===== src/verilog/alu_pkg.sv =====
// ALU opcode and flag types; data width fixed at 32 bits, flag layout follows EFLAGS bit order
package alu_pkg;

	// -------------------------------------------------------------------
	// Opcodes
	// -------------------------------------------------------------------
	// Encoding of the three ALU select lines
	typedef enum logic [2:0] {
		ADD = 3'd0,
		OR  = 3'd1,
		NOT = 3'd2,
		DAA = 3'd3,
		AND = 3'd4,
		CLD = 3'd5,
		CMP = 3'd6,
		STD = 3'd7
	} alu_op_e;

	// -------------------------------------------------------------------
	// Flags and result
	// -------------------------------------------------------------------
	// Seven status and control flags with OF in the top bit
	typedef struct packed {
		logic of;
		logic df;
		logic sf;
		logic zf;
		logic af;
		logic pf;
		logic cf;
	} eflags_t;

	// ALU output as one bundle
	typedef struct packed {
		logic [31:0] value;
		eflags_t     flags;
	} alu_res_t;

endpackage

===== src/verilog/exec_pkg.sv =====
// Execute unit control types; the micro-op carries one opcode and two fixed 32-bit operands
package exec_pkg;

	// -------------------------------------------------------------------
	// Control states
	// -------------------------------------------------------------------
	// IDLE waits for a strobe, RUN iterates, DONE is the one-cycle pulse
	typedef enum logic [1:0] {
		IDLE = 2'd0,
		RUN  = 2'd1,
		DONE = 2'd2
	} exec_state_e;

	// -------------------------------------------------------------------
	// Micro-op
	// -------------------------------------------------------------------
	// Opcode with both source operands
	typedef struct packed {
		alu_pkg::alu_op_e op;
		logic [31:0]      a;
		logic [31:0]      b;
	} uop_t;

endpackage


===== src/verilog/exec_unit.sv =====
// Integer execute unit top; 32-bit data fixed, repeat count of zero runs once, no back-pressure
`timescale 1ns/1ps

module exec_unit #(
	parameter int CNT_W = 8
) (
	input  logic              clk,
	input  logic              rst_n,
	input  logic              uop_valid,
	input  exec_pkg::uop_t    uop,
	input  logic [CNT_W-1:0]  rep_count,
	output logic              busy,
	output logic              done,
	output alu_pkg::alu_res_t result,
	output alu_pkg::eflags_t  eflags
);

	// Control strobes
	logic load;
	logic step;
	logic last;

	// -------------------------------------------------------------------
	// Control
	// -------------------------------------------------------------------
	exec_fsm i_exec_fsm (
		.clk       (clk),
		.rst_n     (rst_n),
		.uop_valid (uop_valid),
		.last      (last),
		.load      (load),
		.step      (step),
		.busy      (busy),
		.done      (done)
	);

	// Iteration count
	rep_counter #(
		.CNT_W (CNT_W)
	) i_rep_counter (
		.clk      (clk),
		.rst_n    (rst_n),
		.load     (load),
		.step     (step),
		.count_in (rep_count),
		.last     (last)
	);

	// -------------------------------------------------------------------
	// Datapath
	// -------------------------------------------------------------------
	exec_datapath i_exec_datapath (
		.clk    (clk),
		.rst_n  (rst_n),
		.load   (load),
		.step   (step),
		.uop    (uop),
		.result (result),
		.eflags (eflags)
	);

endmodule


===== src/verilog/exec_datapath.sv =====
// Operand, result and EFLAGS registers; DF changes only on CLD or STD, operands are not reset
`timescale 1ns/1ps

module exec_datapath (
	input  logic              clk,
	input  logic              rst_n,
	input  logic              load,
	input  logic              step,
	input  exec_pkg::uop_t    uop,
	output alu_pkg::alu_res_t result,
	output alu_pkg::eflags_t  eflags
);

	// Latched micro-op
	alu_pkg::alu_op_e  op_q;
	logic [31:0]       a_q;
	logic [31:0]       b_q;

	alu_pkg::alu_res_t alu_out;
	alu_pkg::eflags_t  flags_next;
	logic              df_write;

	// -------------------------------------------------------------------
	// ALU
	// -------------------------------------------------------------------
	// Forwarded carries for DAA come from the architectural flags
	alu32 i_alu32 (
		.op    (op_q),
		.a     (a_q),
		.b     (b_q),
		.cf_in (eflags.cf),
		.af_in (eflags.af),
		.out   (alu_out)
	);

	// DF survives every op except CLD and STD
	assign df_write = (op_q == alu_pkg::CLD) || (op_q == alu_pkg::STD);

	always_comb begin
		flags_next = alu_out.flags;
		if (!df_write)
			flags_next.df = eflags.df;
	end

	// -------------------------------------------------------------------
	// Operands
	// -------------------------------------------------------------------
	always_ff @(posedge clk) begin
		if (load) begin
			op_q <= uop.op;
			a_q  <= uop.a;
			b_q  <= uop.b;
		end else if (step) begin
			// Each result becomes the next a
			a_q <= alu_out.value;
		end
	end

	// -------------------------------------------------------------------
	// Result and EFLAGS
	// -------------------------------------------------------------------
	always_ff @(posedge clk or negedge rst_n) begin
		if (!rst_n) begin
			result <= '0;
			eflags <= '0;
		end else if (step) begin
			// Result flags carry the retained DF so they match EFLAGS
			result.value <= alu_out.value;
			result.flags <= flags_next;
			eflags       <= flags_next;
		end
	end

	// Registered DAA byte never leaks into the upper bits
	a_daa_upper_clear: assert property (
		@(posedge clk) disable iff (!rst_n)
		(step && (op_q == alu_pkg::DAA)) |=> (result.value[31:8] == 24'd0)
	) else $error("DAA result has upper bits set");

endmodule


===== src/verilog/exec_fsm.sv =====
// Execute control; no back-pressure, so uop_valid must stay low while busy is high
`timescale 1ns/1ps

module exec_fsm (
	input  logic clk,
	input  logic rst_n,
	input  logic uop_valid,
	input  logic last,
	output logic load,
	output logic step,
	output logic busy,
	output logic done
);

	exec_pkg::exec_state_e state_q;
	exec_pkg::exec_state_e state_d;

	// -------------------------------------------------------------------
	// Next state
	// -------------------------------------------------------------------
	always_comb begin
		state_d = state_q;
		case (state_q)
			exec_pkg::IDLE: begin
				if (uop_valid)
					state_d = exec_pkg::RUN;
			end
			exec_pkg::RUN: begin
				// Leave after the final iteration
				if (step && last)
					state_d = exec_pkg::DONE;
			end
			exec_pkg::DONE: begin
				// Back-to-back micro-op may start here
				state_d = uop_valid ? exec_pkg::RUN : exec_pkg::IDLE;
			end
			default: begin
				state_d = exec_pkg::IDLE;
			end
		endcase
	end

	always_ff @(posedge clk or negedge rst_n) begin
		if (!rst_n)
			state_q <= exec_pkg::IDLE;
		else
			state_q <= state_d;
	end

	// -------------------------------------------------------------------
	// Outputs
	// -------------------------------------------------------------------
	assign busy = (state_q == exec_pkg::RUN);
	assign step = (state_q == exec_pkg::RUN);
	assign done = (state_q == exec_pkg::DONE);
	// Accept only when not iterating
	assign load = uop_valid && !busy;

	// Upstream has to wait for done before the next strobe
	a_no_valid_while_busy: assert property (
		@(posedge clk) disable iff (!rst_n)
		busy |-> !uop_valid
	) else $error("uop_valid asserted while exec unit busy");

endmodule


===== src/verilog/rep_counter.sv =====
// Repeat iteration counter; a zero count runs once, count width comes from the top level
`timescale 1ns/1ps

module rep_counter #(
	parameter int CNT_W = 8
) (
	input  logic             clk,
	input  logic             rst_n,
	input  logic             load,
	input  logic             step,
	input  logic [CNT_W-1:0] count_in,
	output logic             last
);

	// Iterations still to run
	logic [CNT_W-1:0] count;

	// -------------------------------------------------------------------
	// Count register
	// -------------------------------------------------------------------
	always_ff @(posedge clk or negedge rst_n) begin
		if (!rst_n) begin
			count <= '0;
		end else if (load) begin
			// Treat zero as a single pass
			count <= (count_in == '0) ? CNT_W'(1) : count_in;
		end else if (step) begin
			count <= count - CNT_W'(1);
		end
	end

	// One iteration left
	assign last = (count == CNT_W'(1));

	// Control must stop stepping once the count is used up
	a_no_step_at_zero: assert property (
		@(posedge clk) disable iff (!rst_n)
		step |-> (count != '0)
	) else $error("rep_counter stepped with zero iterations left");

endmodule


===== src/verilog/alu32.sv =====
// Combinational 32-bit ALU; CMP computes b minus a, DAA adjusts only the low byte and clears the rest
`timescale 1ns/1ps

module alu32 (
	input  alu_pkg::alu_op_e op,
	input  logic [31:0]      a,
	input  logic [31:0]      b,
	input  logic             cf_in,
	input  logic             af_in,
	output alu_pkg::alu_res_t out
);

	// PF is set for an even number of ones in the low byte
	function automatic logic even_parity(input logic [7:0] v);
		even_parity = ~^v;
	endfunction

	// -------------------------------------------------------------------
	// Arithmetic
	// -------------------------------------------------------------------
	logic [32:0] sum;       // Bit 32 is the carry out
	logic [4:0]  sum_lo;    // Low nibble sum for AF
	logic        add_of;
	logic [32:0] diff;      // Bit 32 is the borrow
	logic [4:0]  diff_lo;   // Low nibble difference for AF
	logic        sub_of;

	assign sum     = {1'b0, a} + {1'b0, b};
	assign sum_lo  = {1'b0, a[3:0]} + {1'b0, b[3:0]};
	// Same-sign operands giving a result of the other sign
	assign add_of  = (a[31] == b[31]) && (sum[31] != a[31]);

	// Compare subtracts a from b
	assign diff    = {1'b0, b} - {1'b0, a};
	assign diff_lo = {1'b0, b[3:0]} - {1'b0, a[3:0]};
	// Operands of different sign and result sign flipped from b
	assign sub_of  = (b[31] != a[31]) && (diff[31] != b[31]);

	// -------------------------------------------------------------------
	// Decimal adjust after addition
	// -------------------------------------------------------------------
	logic       daa_lo_adj;
	logic       daa_hi_adj;
	logic [7:0] daa_step1;
	logic [7:0] daa_byte;

	// Low digit above 9 or a half carry from the previous add
	assign daa_lo_adj = (a[3:0] > 4'd9) || af_in;
	// Whole byte above 99 or a carry from the previous add
	assign daa_hi_adj = (a[7:0] > 8'h99) || cf_in;
	assign daa_step1  = daa_lo_adj ? (a[7:0] + 8'h06) : a[7:0];
	assign daa_byte   = daa_hi_adj ? (daa_step1 + 8'h60) : daa_step1;

	// -------------------------------------------------------------------
	// Result and flag select
	// -------------------------------------------------------------------
	always_comb begin
		// Cleared value and flags unless an operation sets them
		out = '0;
		case (op)
			alu_pkg::ADD: begin
				out.value    = sum[31:0];
				out.flags.of = add_of;
				out.flags.sf = sum[31];
				out.flags.zf = (sum[31:0] == 32'd0);
				out.flags.af = sum_lo[4];
				out.flags.pf = even_parity(sum[7:0]);
				out.flags.cf = sum[32];
			end
			alu_pkg::OR: begin
				out.value    = a | b;
				out.flags.sf = out.value[31];
				out.flags.zf = (out.value == 32'd0);
				out.flags.pf = even_parity(out.value[7:0]);
			end
			alu_pkg::NOT: begin
				// Bitwise invert leaves all flags clear
				out.value = ~a;
			end
			alu_pkg::DAA: begin
				// Upper 24 bits stay zero
				out.value[7:0] = daa_byte;
				out.flags.zf   = (daa_byte == 8'd0);
				out.flags.af   = daa_lo_adj;
				out.flags.pf   = even_parity(daa_byte);
				out.flags.cf   = daa_hi_adj;
			end
			alu_pkg::AND: begin
				out.value    = a & b;
				out.flags.sf = out.value[31];
				out.flags.zf = (out.value == 32'd0);
				out.flags.pf = even_parity(out.value[7:0]);
			end
			alu_pkg::CLD: begin
				// DF cleared along with every other flag
				out.flags.df = 1'b0;
			end
			alu_pkg::CMP: begin
				out.value    = diff[31:0];
				out.flags.of = sub_of;
				out.flags.sf = diff[31];
				out.flags.zf = (diff[31:0] == 32'd0);
				out.flags.af = diff_lo[4];
				out.flags.pf = even_parity(diff[7:0]);
				// Borrow when b is below a
				out.flags.cf = diff[32];
			end
			alu_pkg::STD: begin
				// Only DF set on a zero result
				out.flags.df = 1'b1;
			end
			default: begin
				out = '0;
			end
		endcase
	end

endmodule


===== config.mk =====
export PLATFORM = sky130hd
export DESIGN_NAME = exec_unit
export DESIGN_NICKNAME = d
export VERILOG_FILES = /design/src/verilog/alu_pkg.sv /design/src/verilog/exec_pkg.sv /design/src/verilog/exec_unit.sv /design/src/verilog/exec_datapath.sv /design/src/verilog/exec_fsm.sv /design/src/verilog/rep_counter.sv /design/src/verilog/alu32.sv
export SDC_FILE = /design/constraint.sdc
export NUM_CORES = 1
export LEC_CHECK = 0
export BUFFER_PORTS_ARGS = -buffer_cell sky130_fd_sc_hd__buf_2
export CORE_AREA = 8 8 175 127
export DETAILED_ROUTE_END_ITERATION = 8
export DIE_AREA = 0 0 183 135
export PLACE_DENSITY = 0.83
export SKIP_CTS_REPAIR_TIMING = 1
export SYNTH_ARGS = -nofsm -noshare
export SYNTH_HDL_FRONTEND = slang
export SYNTH_SLANG_ARGS = --single-unit

===== constraint.sdc =====
create_clock -name clk -period 4.43 [get_ports clk]
set_clock_uncertainty 0.15 [all_clocks]
set_input_delay 0.2215 -clock clk [delete_from_list [all_inputs] [get_ports clk]]
set_output_delay 0.2215 -clock clk [all_outputs]
set_load 0.05 [all_outputs]

==> impl_metrics.csv <==
group,metric,value,unit
route,wl_met1,18.3,mm
layout,layout.nets,1752,
layout,finalNonFillerCells,1824,
global_route,antenna_found_initial,1,
cts,worstSkewPairLatency,450,ps
synthesis,yosysWarnings,0,
route,wl_met2,18.2,mm
synthesis,synth_most_common_cell,"ha_1",
synthesis,ys.flop_type,"edfxtp_1",
synthesis,synth_cell_types,92,
sta,finalHoldViolCount,11,
layout,drive_gt1_share,15.9,%
route,wl_per_cell,23.9,um
layout,utilization,70.3,%
global_route,track_usage,33.9,%
critical_path,cp_top_family,"compound AO/OA/AOI/OAI gates",
route,drt_iter0_drc,1560,
critical_path,path_buf_inv,1,
layout,areaGrowthSynthToFinish,18.9,%
synthesis,synth.top_cell.area_share,17.5,%
sta,max_freq,238,MHz
route,drc_errors,0,
critical_path,start_kind,"register",
sta,finalSetupViolCount,0,
floorplan,die_y,135,um
power,p_leak,6.02,nW
synthesis,async_flop_share,42.2,%
placed_design,place_congestion,1.06,
worst_hold_path,min_path_type,"input port to register",
power,p_int,5.88,mW
synthesis,netlist_area,11500,sq um
floorplan,fp.coreArea,19500,sq um
synthesis,synth_fp_nets,1590,
sta,fin_hold_ws,-36.1,ps
cts,clk_pin_slew,70,ps
outcome,violations,"hold timing",
worst_hold_path,hold_depth,3,
cts,cts-root-buf,"clkbuf_16",
power,pwr-share-comb,72.8,%
synthesis,syn_area_per_cell,8.36,sq um
cts,numCtsBuffers,17,
synthesis,ys_seq_elements,116,
critical_path,cp_num_cells,12,
global_route,grt_max_degree,73,
synthesis,synth_largest_area_cell,"edfxtp_1",
job,maxCapViolations,0,
synthesis,syn_inst,1378,
route,topRoutingLayerUsed,"met4",
placed_design,portBuffers,125,
power,p_clk_share,11.8,%
route,viasPerCell,6.52,
global_route,grt_pass1_wl,64.6,mm
placed_design,dpl.hpwl,32.0,mm
synthesis,ys_seq_area_share,28.1,%
critical_path,critPathSlowestCell,"nor4_1",
route,routed_wl,43.6,mm
synthesis,synth_edf_count,67,
sta,period_needed,4210,ps
critical_path,worstPathMaxFanout,10,
critical_path,slowest_delay,540,ps
critical_path,arrival,4450,ps
floorplan,io_pins,126,
floorplan,die_area,24700,sq um
critical_path,crit_type,"register to register",
cts,cts.sinks,116,
critical_path,worstSetupEndpointType,"register",
cts,htreeDepth,4,
power,ir_drop,0.503,mV
placed_design,dp.cells,1732,
cts,cts_tree,"built",
floorplan,start_util,59.1,%
floorplan,die_width,183,um
sta,fin_crit_sh,95.0,%
cts,clock_path_buffers,2,
synthesis,netlist_top_cells_count,"ha_1, a21oi_1, nor2_1, inv_1, nand2_1",
global_route,grt_pass1_vias,11200,
critical_path,critical_path_required,4670,ps
floorplan,num_rows,43,
outcome,outcome,"finished, violations left",
route,first_pass_iters,7,
sta,report.final.slew_viol_count,0,
power,p_sw_share,53.6,%
route,met3_length,5.58,mm
power,p_per_area,926,nW/um^2
power,power_switching,6.79,mW
sta,worst_pin_slew,946,ps
sta,slew_headroom,36.4,%
route,ant_nets,0,
route,vias,11900,
layout,num-fill-cells,1557,
synthesis,synth.area.top_cells,"edfxtp_1, ha_1, dfrtp_1, a21oi_1, xnor2_1",
critical_path,cp_cell_sequence,"inv_1 > ha_2 > nor2b_1 > or3_1 > o2111ai_1 > a31oi_1 > o31ai_4 > nor2_1 > a211o_1 > nor4_1 > a41oi_1 > nand2_1",
power,pwr-share-seq,15.3,%
critical_path,r2r_cells,12,
global_route,overflow,0,
## power by group through the flow
stage          Sequential (mW)  Combinational [mW]  Clock, mW
5_1_grt                   1.99                9.87       1.54
6_report                  1.94                9.23       1.50
2_1_floorplan             2.42                5.95          0
3_5_place_dp              1.95                8.80          0
4_1_cts                   1.94                8.87       1.50
3_3_place_gp              1.92                8.76          0
## cells by family after synthesis
group,after synthesis,share of synthesized area (%)
mux,14,1.40
xor+xnor,66,5.02
buf+inv,201,7.18
compound gates,450,27.1
simple gates,397,16.5
fa+ha+maj,134,14.7
flops,116,28.1
## final timing paths
kind / start / to / slack [ps]
min reg2reg: i_exec_datapath.result[31] / i_exec_datapath.result[31] / 320
min: uop[56] / i_exec_datapath.a_q[24] / -40
max: i_exec_datapath.a_q[5] / i_exec_datapath.result[3] / 220
max reg2reg: i_exec_datapath.a_q[5] / i_exec_datapath.result[3] / 220
max in group asynchronous: rst_n / i_exec_datapath.result[13] / 3150
min in group asynchronous: rst_n / i_exec_datapath.result[25] / 30
## flip-flops by register name (all words and copies together), names as in the netlist
signal                  flops
i_exec_datapath.b_q        32
i_exec_datapath.a_q        32
i_exec_datapath.result     39
i_exec_fsm.state_q          2
i_exec_datapath.op_q        3
i_rep_counter.count         8
## per-stage QoR
step           total power [mW]  setup slack [ps]  setup TNS [ps]  hold slack (ps)  instance area (sq um)
3_3_place_gp               10.7               283               0            -51.4                  12400
3_5_place_dp               10.8              51.2               0            -54.1                  12400
5_1_grt                    13.4             -5.85           -5.85             4.37                  13700
4_1_cts                    12.3              8.30               0             -509                  13100
2_1_floorplan              8.37               428               0             -224                  11500
6_report                   12.7               223               0            -36.1                  13700
## cell type report
cell class | instances | area, sq um | share of cell area [%]
antenna | 1 | 2.50 | 0.0183
clock buffer | 23 | 468 | 3.42
clock inverter | 9 | 151 | 1.11
inverter | 118 | 443 | 3.24
multi-input combinational | 1061 | 7500 | 54.8
sequential | 116 | 3240 | 23.7
tap | 270 | 338 | 2.47
timing repair buffer | 226 | 1540 | 11.3
## cell usage in the layout, fill, tap and decap left out, types with 24 or more instances in the layout
master	synthesis	final
xnor2_1	61	61
ha_1	132	129
nand3_1	24	24
dlygate4sd3_1	0	58
nand2_1	102	101
o22ai_1	26	26
nor3_1	34	33
inv_1	114	114
a22oi_1	31	31
edfxtp_1	67	67
buf_2	14	125
o21ai_0	75	75
buf_4	12	42
nor2_1	127	125
a21oi_1	129	129
dfrtp_1	49	49
## worst min-delay path, cell delays in order
cell and delay (ps):
buf_2 70, nor2_1 30, a21oi_1 100
## routing by layer
layer  vias up  global-route usage, %
li1       5369                      -
met1      5620                   46.4
met2       801                   48.6
met3       108                   10.7
met4         0                   13.9
met5         -                      0
(Power assumes the default switching activity.)
